### config.mk
export PLATFORM = sky130hd
export DESIGN_NAME = apb_subsystem
export DESIGN_NICKNAME = d
export VERILOG_FILES = /design/src/ahb_pkg.sv /design/src/apb_pkg.sv /design/src/ahb_apb_bridge.sv /design/src/alut_apb_regs.sv /design/src/alut_table.sv /design/src/apb_slave_decoder.sv /design/src/apb_subsystem.sv
export SDC_FILE = /design/constraint.sdc
export NUM_CORES = 1
export LEC_CHECK = 0
export BUFFER_PORTS_ARGS = -buffer_cell sky130_fd_sc_hd__buf_2
export CORE_MARGIN = 2
export CORE_UTILIZATION = 25
export DETAILED_ROUTE_END_ITERATION = 8
export PLACE_DENSITY_LB_ADDON = 0.05
export SLEW_MARGIN = 15
export SYNTH_ARGS = -nofsm -noshare
export SYNTH_HDL_FRONTEND = slang
export SYNTH_HIERARCHICAL = 1
export SYNTH_SLANG_ARGS = --single-unit
export TNS_END_PERCENT = 30
### constraint.sdc
create_clock -name hclk -period 11.99 [get_ports hclk]
set_clock_uncertainty 0.05 [all_clocks]
set_input_delay 1.199 -clock hclk [delete_from_list [all_inputs] [get_ports hclk]]
set_output_delay 1.199 -clock hclk [all_outputs]
set_load 0.01 [all_outputs]
### src/ahb_pkg.sv
package ahb_pkg;

   // ------------------------------------------------------------
   // AHB-lite transfer types
   // ------------------------------------------------------------

   // No transfer wanted
   localparam logic [1:0] htrans_idle   = 2'b00;
   // Master inserting a wait inside a burst
   localparam logic [1:0] htrans_busy   = 2'b01;
   // First beat or single transfer
   localparam logic [1:0] htrans_nonseq = 2'b10;
   // Following beat of a burst
   localparam logic [1:0] htrans_seq    = 2'b11;

   // Response codes, single bit on AHB-lite
   localparam logic hresp_okay  = 1'b0;
   localparam logic hresp_error = 1'b1;

   // ------------------------------------------------------------
   // Master to slave
   // ------------------------------------------------------------
   typedef struct packed {
      logic [31:0] haddr;
      logic [1:0]  htrans;
      logic        hwrite;
      logic [2:0]  hsize;
      // Data phase, one cycle after haddr
      logic [31:0] hwdata;
   } ahb_req_t;

   // Slave to master
   typedef struct packed {
      logic [31:0] hrdata;
      logic        hready;
      logic        hresp;
   } ahb_rsp_t;

endpackage

### src/apb_pkg.sv
package apb_pkg;

   // ------------------------------------------------------------
   // Subsystem address map
   // ------------------------------------------------------------

   // ALUT plus four MAC register blocks
   localparam int num_apb_slaves = 5;
   localparam int num_macs       = 4;

   // haddr[31:20] of the whole subsystem
   localparam logic [11:0] apb_base_hi = 12'h00A;

   // Slot from haddr[19:16]; MACs follow in slots 1 to 4
   localparam int alut_slot = 0;

   // Lookup table depth
   localparam int alut_entries = 8;

   // ------------------------------------------------------------
   // ALUT register offsets, paddr[6:0]
   // ------------------------------------------------------------
   localparam logic [6:0] alut_mac_lo  = 7'h00;
   localparam logic [6:0] alut_mac_hi  = 7'h04;
   // Write only, index and port in the data word
   localparam logic [6:0] alut_commit  = 7'h08;
   localparam logic [6:0] alut_lookup  = 7'h0C;
   localparam logic [6:0] alut_result  = 7'h10;
   localparam logic [6:0] alut_clear   = 7'h14;

   // ------------------------------------------------------------
   // APB request and response
   // ------------------------------------------------------------
   typedef struct packed {
      logic [31:0] paddr;
      logic        pwrite;
      // Low in setup, high in access
      logic        penable;
      logic [31:0] pwdata;
   } apb_req_t;

   typedef struct packed {
      logic [31:0] prdata;
      logic        pready;
   } apb_rsp_t;

endpackage

### src/ahb_apb_bridge.sv
`timescale 1ns/1ns

module ahb_apb_bridge
   import ahb_pkg::*;
   import apb_pkg::*;
(
   input  logic     hclk,
   input  logic     rst_n,
   input  logic     hsel,
   input  logic     hready_in,
   input  ahb_req_t ahb_req,
   output ahb_rsp_t ahb_rsp,
   output apb_req_t apb_req,
   output logic     psel_en,
   input  logic     unmapped,
   input  apb_rsp_t slave_rsp
);

   // ------------------------------------------------------------
   // State machine
   // ------------------------------------------------------------

   // Error state is the second cycle of the ERROR response
   typedef enum logic [1:0] {
      st_idle,
      st_setup,
      st_access,
      st_error
   } state_t;

   state_t      state;
   state_t      state_nxt;
   logic        trans_valid;
   logic        bridge_ready;
   logic        accept;

   // Captured transfer
   logic [31:0] addr_q;
   logic        write_q;
   logic [31:0] wdata_q;
   logic [31:0] rdata_q;

   // Only NONSEQ and SEQ start an APB transfer
   always_comb begin
      case (ahb_req.htrans)
         htrans_nonseq, htrans_seq: trans_valid = 1'b1;
         htrans_idle, htrans_busy:  trans_valid = 1'b0;
         default:                   trans_valid = 1'b0;
      endcase
   end

   // Ready for a new address phase
   assign bridge_ready = (state == st_idle) || (state == st_error);
   assign accept       = hsel && hready_in && trans_valid && bridge_ready;

   always_comb begin
      state_nxt = state;
      case (state)
         st_idle: begin
            if (accept)
               state_nxt = st_setup;
         end
         st_setup: begin
            // Decode result is ready from the captured address
            if (unmapped)
               state_nxt = st_error;
            else
               state_nxt = st_access;
         end
         st_access: begin
            // Held here for as long as the slave stalls
            if (slave_rsp.pready)
               state_nxt = st_idle;
         end
         st_error: begin
            // Master may issue the next transfer in this cycle
            if (accept)
               state_nxt = st_setup;
            else
               state_nxt = st_idle;
         end
         default: state_nxt = st_idle;
      endcase
   end

   always_ff @(posedge hclk) begin
      if (!rst_n)
         state <= st_idle;
      else
         state <= state_nxt;
   end

   // ------------------------------------------------------------
   // Address, write data and read data capture
   // ------------------------------------------------------------
   always_ff @(posedge hclk) begin
      if (accept) begin
         addr_q  <= ahb_req.haddr;
         write_q <= ahb_req.hwrite;
      end
      // AHB data phase lines up with APB setup
      if (state == st_setup)
         wdata_q <= ahb_req.hwdata;
      if ((state == st_access) && slave_rsp.pready && !write_q)
         rdata_q <= slave_rsp.prdata;
   end

   // ------------------------------------------------------------
   // APB side
   // ------------------------------------------------------------
   always_comb begin
      apb_req.paddr   = addr_q;
      apb_req.pwrite  = write_q;
      apb_req.penable = (state == st_access);
      // Live hwdata in setup, held copy during access
      apb_req.pwdata  = (state == st_setup) ? ahb_req.hwdata : wdata_q;
   end

   // No select for an unmapped address
   assign psel_en = ((state == st_setup) && !unmapped) || (state == st_access);

   // ------------------------------------------------------------
   // AHB response
   // ------------------------------------------------------------
   always_comb begin
      ahb_rsp.hrdata = rdata_q;
      ahb_rsp.hready = bridge_ready;
      // Two-cycle ERROR, first with hready low
      if ((state == st_error) || ((state == st_setup) && unmapped))
         ahb_rsp.hresp = hresp_error;
      else
         ahb_rsp.hresp = hresp_okay;
   end

endmodule

### src/alut_apb_regs.sv
`timescale 1ns/1ns

module alut_apb_regs
   import apb_pkg::*;
(
   input  logic        hclk,
   input  logic        rst_n,
   input  logic        psel,
   input  apb_req_t    apb_req,
   output logic [31:0] prdata,
   output logic [47:0] mac_key,
   output logic [2:0]  entry_idx,
   output logic [1:0]  entry_port,
   output logic        commit_stb,
   output logic        lookup_stb,
   output logic        clear_stb,
   input  logic        hit,
   input  logic [1:0]  hit_port
);

   logic [6:0]  offset;
   logic        wr_access;
   logic [31:0] mac_lo_q;
   logic [15:0] mac_hi_q;

   // ------------------------------------------------------------
   // Access decode
   // ------------------------------------------------------------
   assign offset = apb_req.paddr[6:0];

   // Write lands in the access cycle, zero wait
   assign wr_access = psel && apb_req.penable && apb_req.pwrite;

   // ------------------------------------------------------------
   // Staged MAC address
   // ------------------------------------------------------------
   always_ff @(posedge hclk) begin
      if (!rst_n) begin
         mac_lo_q <= '0;
         mac_hi_q <= '0;
      end else if (wr_access) begin
         if (offset == alut_mac_lo)
            mac_lo_q <= apb_req.pwdata;
         // Upper two bytes of the MAC only
         if (offset == alut_mac_hi)
            mac_hi_q <= apb_req.pwdata[15:0];
      end
   end

   assign mac_key = {mac_hi_q, mac_lo_q};

   // ------------------------------------------------------------
   // Table strobes
   // ------------------------------------------------------------

   // Commit data word: index in [4:2], port in [1:0]
   assign entry_idx  = apb_req.pwdata[4:2];
   assign entry_port = apb_req.pwdata[1:0];

   // Single-cycle pulses, table acts on the next edge
   assign commit_stb = wr_access && (offset == alut_commit);
   assign lookup_stb = wr_access && (offset == alut_lookup);
   assign clear_stb  = wr_access && (offset == alut_clear);

   // ------------------------------------------------------------
   // Read mux
   // ------------------------------------------------------------
   always_comb begin
      prdata = '0;
      case (offset)
         alut_mac_lo: begin
            prdata = mac_lo_q;
         end
         alut_mac_hi: begin
            prdata[15:0] = mac_hi_q;
         end
         alut_result: begin
            // Hit flag in bit 8, port in the bottom bits
            prdata[8]   = hit;
            prdata[1:0] = hit_port;
         end
         // Strobe offsets and holes read zero
         default: prdata = '0;
      endcase
   end

endmodule

### src/alut_table.sv
`timescale 1ns/1ns

module alut_table
   import apb_pkg::*;
(
   input  logic        hclk,
   input  logic        rst_n,
   input  logic [47:0] mac_key,
   input  logic [2:0]  entry_idx,
   input  logic [1:0]  entry_port,
   input  logic        commit_stb,
   input  logic        lookup_stb,
   input  logic        clear_stb,
   output logic        hit,
   output logic [1:0]  hit_port
);

   // Per entry: valid flag, MAC, switch port
   logic [alut_entries-1:0] valid_q;
   logic [47:0]             mac_q  [alut_entries];
   logic [1:0]              port_q [alut_entries];

   logic [alut_entries-1:0] match;
   logic [1:0]              match_port;

   // ------------------------------------------------------------
   // Entry storage
   // ------------------------------------------------------------
   always_ff @(posedge hclk) begin
      // Clear drops every entry at once
      if (!rst_n || clear_stb)
         valid_q <= '0;
      else if (commit_stb)
         valid_q[entry_idx] <= 1'b1;
   end

   always_ff @(posedge hclk) begin
      if (commit_stb) begin
         mac_q[entry_idx]  <= mac_key;
         port_q[entry_idx] <= entry_port;
      end
   end

   // ------------------------------------------------------------
   // Parallel search
   // ------------------------------------------------------------
   always_comb begin
      match_port = '0;
      // Walk downward so the lowest index wins
      for (int i = alut_entries - 1; i >= 0; i--) begin
         match[i] = valid_q[i] && (mac_q[i] == mac_key);
         if (match[i])
            match_port = port_q[i];
      end
   end

   // Result held until the next lookup
   always_ff @(posedge hclk) begin
      if (!rst_n) begin
         hit      <= 1'b0;
         hit_port <= '0;
      end else if (lookup_stb) begin
         hit      <= |match;
         hit_port <= match_port;
      end
   end

endmodule

### src/apb_slave_decoder.sv
`timescale 1ns/1ns

module apb_slave_decoder
   import apb_pkg::*;
(
   input  apb_req_t                  apb_req,
   input  logic                      psel_en,
   output logic [num_apb_slaves-1:0] psel,
   output logic                      unmapped,
   input  logic [31:0]               alut_prdata,
   input  apb_rsp_t                  mac_rsp [num_macs],
   output apb_rsp_t                  slave_rsp
);

   logic [3:0] slot;
   logic       base_hit;

   // ------------------------------------------------------------
   // Address decode
   // ------------------------------------------------------------
   assign slot     = apb_req.paddr[19:16];
   assign base_hit = (apb_req.paddr[31:20] == apb_base_hi);

   // Base miss or slots 5 to 15
   assign unmapped = !base_hit || (slot >= num_apb_slaves);

   // One-hot select, only while the bridge is in a transfer
   always_comb begin
      for (int i = 0; i < num_apb_slaves; i++)
         psel[i] = psel_en && !unmapped && (slot == i);
   end

   // ------------------------------------------------------------
   // Response mux
   // ------------------------------------------------------------
   always_comb begin
      // Unmapped reads zero and never stalls
      slave_rsp.prdata = '0;
      slave_rsp.pready = 1'b1;
      if (!unmapped) begin
         if (slot == alut_slot) begin
            // ALUT is always ready
            slave_rsp.prdata = alut_prdata;
         end else begin
            // MAC i sits in slot i + 1
            for (int i = 0; i < num_macs; i++) begin
               if (slot == i + 1)
                  slave_rsp = mac_rsp[i];
            end
         end
      end
   end

endmodule

### src/apb_subsystem.sv
`timescale 1ns/1ns

module apb_subsystem
   import ahb_pkg::*;
   import apb_pkg::*;
(
   input  logic                hclk,
   input  logic                rst_n,
   input  logic                hsel,
   input  logic                hready_in,
   input  ahb_req_t            ahb_req,
   output ahb_rsp_t            ahb_rsp,
   output apb_req_t            apb_req,
   output logic [num_macs-1:0] psel_mac,
   input  apb_rsp_t            mac_rsp [num_macs]
);

   // Bridge to decoder
   logic        psel_en;
   logic        unmapped;
   apb_rsp_t    slave_rsp;

   // ALUT front end
   logic        psel_alut;
   logic [31:0] alut_prdata;

   // Front end to table
   logic [47:0] mac_key;
   logic [2:0]  entry_idx;
   logic [1:0]  entry_port;
   logic        commit_stb;
   logic        lookup_stb;
   logic        clear_stb;
   logic        hit;
   logic [1:0]  hit_port;

   // ------------------------------------------------------------
   // AHB to APB
   // ------------------------------------------------------------
   ahb_apb_bridge u_bridge (
      .hclk      (hclk),
      .rst_n     (rst_n),
      .hsel      (hsel),
      .hready_in (hready_in),
      .ahb_req   (ahb_req),
      .ahb_rsp   (ahb_rsp),
      .apb_req   (apb_req),
      .psel_en   (psel_en),
      .unmapped  (unmapped),
      .slave_rsp (slave_rsp)
   );

   // ALUT in bit 0, MACs above it
   apb_slave_decoder u_decoder (
      .apb_req     (apb_req),
      .psel_en     (psel_en),
      .psel        ({psel_mac, psel_alut}),
      .unmapped    (unmapped),
      .alut_prdata (alut_prdata),
      .mac_rsp     (mac_rsp),
      .slave_rsp   (slave_rsp)
   );

   // ------------------------------------------------------------
   // Address lookup table
   // ------------------------------------------------------------
   alut_apb_regs u_alut_regs (
      .hclk       (hclk),
      .rst_n      (rst_n),
      .psel       (psel_alut),
      .apb_req    (apb_req),
      .prdata     (alut_prdata),
      .mac_key    (mac_key),
      .entry_idx  (entry_idx),
      .entry_port (entry_port),
      .commit_stb (commit_stb),
      .lookup_stb (lookup_stb),
      .clear_stb  (clear_stb),
      .hit        (hit),
      .hit_port   (hit_port)
   );

   alut_table u_alut_table (
      .hclk       (hclk),
      .rst_n      (rst_n),
      .mac_key    (mac_key),
      .entry_idx  (entry_idx),
      .entry_port (entry_port),
      .commit_stb (commit_stb),
      .lookup_stb (lookup_stb),
      .clear_stb  (clear_stb),
      .hit        (hit),
      .hit_port   (hit_port)
   );

endmodule

==> impl_metrics.toml, run 1 <==
[routing]
wl_met1_mm = 37.9
wire_per_inst_um = 25.1
drtIter0Drc = 822
first_pass_iters = 5
vias = 15100
ant_nets = 0
drt-total-wl_mm = 85.9
wl_met3_mm = 3.91
wl_met2_mm = 42.8
drc_errors = 0
routed.top_layer = "met5"
viasPerCell = 4.43

[timing]
hold-worst-slack_ns = 0.411
max_freq_ghz = 0.209
period_needed_ns = 4.79
slew_headroom = 0.278
final.setup.tns_ns = 0
setup_viol = 0
worstMarginPinSlew_ns = 1.08
hold_violations = 0
slew_violations = 0
grt_setup_unrepaired = "no"
fin_crit_sh = 0.399

[worst_setup_path]
cp-start-kind = "register"
r2r_start = "u_bridge/addr_q[24]"
crit_type = "reg2reg"
worstPathArrival_ns = 5.00
cp-startpoint = "u_bridge/addr_q[24]"
cp-end-kind = "register"
cp_max_fo = 40
r2r_end = "u_alut_table/mac_q[6][13]"
reg2reg_depth = 11
rrSetupSlack_ns = 7.20
critPathRequiredTime_ns = 12.20

[global_routing]
groute.usage.overall = 0.168
grt.overflow.total = 0
antenna_found_initial = 10
grt_pass1_vias = 16100
grt_start_max_net_pins = 72
grt_pass1_wl_mm = 121

[synthesis]
synth_top_family_by_area = "XOR/XNOR gates"
synth_compound_area_frac = 0.0601
synth.largest_area_cell = "edfxtp_1"
synthAdderAreaFrac = 0.00255
synth_top_area_frac = 0.569
yosysUniqueCellTypes = 71
synth_warnings = 6
seq_area_frac_synth = 0.644
synth_ff_type = "edfxtp_1"
yosysMostFrequentCell = "edfxtp_1"
ys_top_cells_by_count = "465 x edfxtp_1, 232 x xor2_1, 126 x xnor2_1"
yosys-top-cells-area = "edfxtp_1 57%, xor2_1 8.3%, dfxtp_1 7.6%"
synth_enable_flop_cells = 465
synth_xor_area_frac = 0.128
synthMuxAreaShare = 0.0400
syn_area_per_cell_um2 = 14.1
syn_area_um2 = 24600
synth_fp_nets = 1959
synthArstFlopShare = 0
syn-instance-count = 1748
yosys.area_share.simple = 0.0892
synth-seq-cells = 558

[pwr]
ir_drop_v = 0.000132
leakagePower_nw = 9.71
p_comb_frac = 0.104
sw_frac_of_total = 0.248
internal_power_w = 0.00355
switchingPower_w = 0.00117
clockPowerShare = 0.433
p_total_w = 0.00473
p_seq_frac = 0.463
p_per_area_nw_per_um2 = 159

[clock_tree]
max-clock-path-buffers = 3
htree_levels = 3
post_cts_buffers = 0
cts_resized = 0
cts_buffers = 71
clock_latency_ns = 0.63
cts_tree = "built"
clk_pin_slew_ns = 0.06
cts_sinks = 558
root_buffer = "clkbuf_16"
holdBufCountCts = 0

[cells_and_area]
fillCellCount = 9860
nNetsFinal = 2299
area_delta_synth_final_pct = 21.2
regArea_um2 = 15800
post-route-util = 0.307
multiInputGateArea_um2 = 7920
drive_above_1_share = 0.274

[placed_design]
place.gp.congestion = 0.804
port-buffer-count = 305
post-dp-hpwl_mm = 57.0

[min_path]
hold_depth = 2
hold_start = "u_alut_regs/mac_hi_q[0]"
min_path_type = "reg2reg"
hold_end = "u_alut_regs/mac_hi_q[0]"

[flow_run]
cap_viol_max_count = 0

[floorplan]
core_area_um2 = 97000
initial_core_util = 0.253
dieWidth_um = 317
ios = 310
die_h_um = 317
num_rows = 114
dieArea_um2 = 101000

[outcome]
outcome = "finished clean"
layout make-up:
type | instances | area share
Multi-Input combinational cell | 1041 | 0.266
Sequential cell | 558 | 0.532
Antenna cell | 1 | 0.0000840
Inverter | 39 | 0.00492
Clock buffer | 92 | 0.0661
Tap cell | 1276 | 0.0536
Clock inverter | 35 | 0.00807
Timing Repair Buffer | 377 | 0.0695
how the worst max path moves through the flow:
stage               cells after the start  slack (ns)                         to
finish                                 11        7.20  u_alut_table/mac_q[6][13]
floorplan                              14        5.39   u_alut_table/mac_q[0][0]
global placement                       11        7.19  u_alut_table/mac_q[6][16]
CTS                                    11        7.10   u_alut_table/mac_q[6][0]
global route                           11        6.99  u_alut_table/mac_q[6][13]
detailed placement                     11        7.11  u_alut_table/mac_q[6][16]
power groups by stage:
| stage | registers, W | logic [W] | clock network (W) |
|---|---|---|---|
| 6_report | 0.00219 | 0.000490 | 0.00205 |
| 5_1_grt | 0.00219 | 0.000534 | 0.00219 |
| 4_1_cts | 0.00219 | 0.000505 | 0.00213 |
| 3_5_place_dp | 0.00223 | 0.000501 | 0 |
| 3_3_place_gp | 0.00223 | 0.000501 | 0 |
| 2_1_floorplan | 0.00223 | 0.000302 | 0 |
layer usage:
layer,track usage,vias up
met1,0.213,7620
met2,0.295,346
li1,-,7081
met5,0,-
met4,0.0351,6
met3,0.0338,89
state kept, by name, indices dropped and copies added, names as in the netlist:
signal and cells:
u_bridge/state 2, u_bridge/addr_q 32, u_alut_table/hit 1, u_bridge/rdata_q 32, u_alut_regs/mac_lo_q 32, u_bridge/wdata_q 32, u_alut_table/valid_q 8, u_alut_table/hit_port 2
u_bridge/write_q 1, u_alut_table/mac_q 384, u_alut_table/port_q 16, u_alut_regs/mac_hi_q 16
critical path, cell delays in order (launching register included):
cell	delay, ns
edfxtp_1	0.37
or4_1	0.57
nor3_2	0.16
nand4_1	0.19
buf_4	0.37
nor3_1	0.38
and3_1	0.37
nand4_1	0.23
nor2_1	0.20
nand2_1	0.23
nor2_4	0.75
buf_4	0.50
stage by stage:
| step | worst slack [ns] | std cells | instance area [µm²] |
|---|---|---|---|
| after detailed placement | 7.11 | 3291 | 27600 |
| after CTS | 7.10 | 3418 | 29800 |
| after global placement | 7.19 | 3291 | 27600 |
| after global routing | 6.99 | 3418 | 29800 |
| after floorplan | 5.39 | 1748 | 24600 |
| final | 7.20 | 3419 | 29800 |
cell usage in the layout (no fill, tap or decap), types with 44 or more instances in the layout:
| cell | netlist | layout |
|---|---|---|
| dfxtp_1 | 93 | 88 |
| buf_4 | 20 | 73 |
| mux2i_1 | 52 | 52 |
| clkbuf_16 | 0 | 73 |
| xor2_1 | 232 | 232 |
| xnor2_1 | 126 | 126 |
| edfxtp_1 | 465 | 465 |
| nand4_1 | 44 | 44 |
| nor2_1 | 100 | 93 |
| buf_2 | 41 | 304 |
| nor4_1 | 60 | 60 |
| nand2_1 | 96 | 96 |
cell families after synthesis:
logic type | Yosys count
AOI/OAI and AO/OA | 197
DFF | 558
xor gates and xnor gates | 358
muxes | 84
and+or+nand+nor | 397
adders and majority gates | 5
buffers and inverters | 149
(Power assumes the default switching activity.)
==> inputs of run 2 (changes only) <==
==> constraint.sdc (replaced) <==
create_clock -name hclk -period 4.9 [get_ports hclk]
set_clock_uncertainty 0.05 [all_clocks]
set_input_delay 0.49 -clock hclk [delete_from_list [all_inputs] [get_ports hclk]]
set_output_delay 0.49 -clock hclk [all_outputs]
set_load 0.01 [all_outputs]
==> run 2 against run 1 <==
Effect of this change: wire length rose by 3.7%; non-clock buffer count up 69; power increased by 150%; first-iteration DRC count is 19% higher; critical endpoint is now u_alut_table/mac_q[6][0]; core utilization increased by 0.70 points; clock power is 140% higher; hold slack lost 0.34 ns.
==> impl_metrics.toml, run 2 (synthesis results as in run 1) <==
[placed_design]
pre_cts_slack_ns = 0.672
port-buffer-count = 305
post-dp-hpwl_mm = 63.9
place.gp.congestion = 0.802
dpl_cell_area_um2 = 27900

[timing]
fin_ws_ns = 0.721
fin_crit_sh = 0.853
grt_setup_unrepaired = "no"
period_needed_ns = 4.18
hold-worst-slack_ns = 0.0688
slew_violations = 0
hold_violations = 0
slew_headroom = 0.326
setup_viol = 0
worstMarginPinSlew_ns = 1.01
max_freq_ghz = 0.239

[min_path]
hold_depth = 2
hold_end = "u_bridge/wdata_q[5]"
hold_start = "ahb_req[5]"
min_path_type = "in2reg"

[pwr]
switchingPower_w = 0.00283
leakagePower_nw = 10.0
sw_frac_of_total = 0.244
internal_power_w = 0.00875
p_per_area_nw_per_um2 = 380
clockPowerShare = 0.429
p_comb_frac = 0.108
ir_drop_v = 0.000300
p_seq_frac = 0.463

[flow_run]
cap_viol_max_count = 0

[worst_setup_path]
crit_buf_inv = 3
cp_max_fo = 36
cp-start-kind = "register"
r2r_start = "u_bridge/addr_q[27]"
cpPeakStageDelay_ns = 0.54
rrSetupSlack_ns = 0.72
worstPathCellList = "or4_1, nor3_2, nand4_1, inv_1, a21o_1, inv_1, nor3_1, and3_1, nand4_1, nor2_1, nand2_1, nor2_4, buf_4"
reg2reg_depth = 13
worstPathArrival_ns = 4.37
cp_slowest_cell = "or4_1"
critPathRequiredTime_ns = 5.09
crit_type = "reg2reg"
path_delay_family = "simple AND/OR/NAND/NOR gates"
cp-end-kind = "register"
r2r_end = "u_alut_table/mac_q[6][0]"

[cells_and_area]
final_cell_mix = "465 x edfxtp_1, 304 x buf_2, 232 x xor2_1, 126 x xnor2_1, 102 x buf_4"
post-route-util = 0.314
finalInstanceArea_um2 = 30500
drive_above_1_share = 0.277
layout_commonest_cell = "edfxtp_1"
nNetsFinal = 2369
top_register = "u_alut_table/mac_q"
area_delta_synth_final_pct = 24.0
largest_reg_flops = 384

[clock_tree]
htree_levels = 3
cts_buffers = 72
holdBufCountCts = 33
cts_resized = 0
clk_pin_slew_ns = 0.05
post_cts_buffers = 0
clock_latency_ns = 0.62
max-clock-path-buffers = 3
root_buffer = "clkbuf_16"
cts_tree = "built"
cts_sinks = 558

[floorplan]
core_area_um2 = 97000
ios = 310
die_h_um = 317
num_rows = 114
dieWidth_um = 317
initial_core_util = 0.253
dieArea_um2 = 101000

[global_routing]
grt.overflow.total = 0
grt_pass1_wl_mm = 125
grt_start_max_net_pins = 69
antenna_found_initial = 20
grt_pass1_vias = 16200
groute.usage.overall = 0.175

[routing]
wire_per_inst_um = 25.5
viasPerCell = 4.47
drc_errors = 0
first_pass_iters = 5
drtIter0Drc = 978
drt-total-wl_mm = 89.1
ant_nets = 0
vias = 15600

[outcome]
outcome = "finished clean"
-- run 2: changes by cell type in the layout (fill, tap and decap cells not counted), sizes merged --
cell and delta:
dlygate4sd3 +33, inv -2, clkbuf +13, bufinv +1, clkinv -13, buf +36, diode +7
-- run 2: power by group through the flow --
stage	Sequential, W	Clock (W)	Combinational, W
after floorplan	0.00545	0	0.000744
after global placement	0.00545	0	0.00127
after detailed placement	0.00545	0	0.00126
after CTS	0.00536	0.00516	0.00129
after global routing	0.00537	0.00533	0.00136
final	0.00536	0.00497	0.00125
-- run 2: routing by layer --
metal / part of all wire / vias up / global-route usage
met3: 0.049 / 127 / 0.0383
met4: 0.026 / 14 / 0.0481
met5: 0.00093 / - / 0
li1: - / 7233 / -
met1: 0.45 / 7823 / 0.229
met2: 0.48 / 437 / 0.290
-- run 2: worst max path at each step --
stage / startpoint / end / cells after the start
after floorplan: u_bridge/addr_q[24] / u_alut_table/mac_q[1][0] / 14
after global placement: u_bridge/addr_q[24] / u_alut_table/mac_q[6][17] / 13
after detailed placement: u_bridge/addr_q[24] / u_alut_table/mac_q[6][17] / 13
after CTS: u_bridge/addr_q[24] / u_alut_table/mac_q[6][10] / 13
after global routing: u_bridge/addr_q[27] / u_alut_table/mac_q[6][47] / 13
final: u_bridge/addr_q[27] / u_alut_table/mac_q[6][0] / 13
-- run 2: metrics by stage --
stage          power, W  cells  TNS (ns)
5_1_grt          0.0121   3490         0
3_5_place_dp    0.00671   3327         0
2_1_floorplan   0.00620   1748   -115.10
6_report         0.0116   3494         0
4_1_cts          0.0118   3486         0
3_3_place_gp    0.00672   3327         0
-- run 2: cell type report --
cell class / count / area (µm²)
clock buffers: 105 / 2010
diodes: 8 / 20.0
flip-flops and latches: 558 / 15800
clock inverters: 21 / 160
multi-input cells: 1041 / 7940
repair buffers: 446 / 2760
well taps: 1276 / 1600
inverters: 39 / 146
fillers: 9802 / 66500
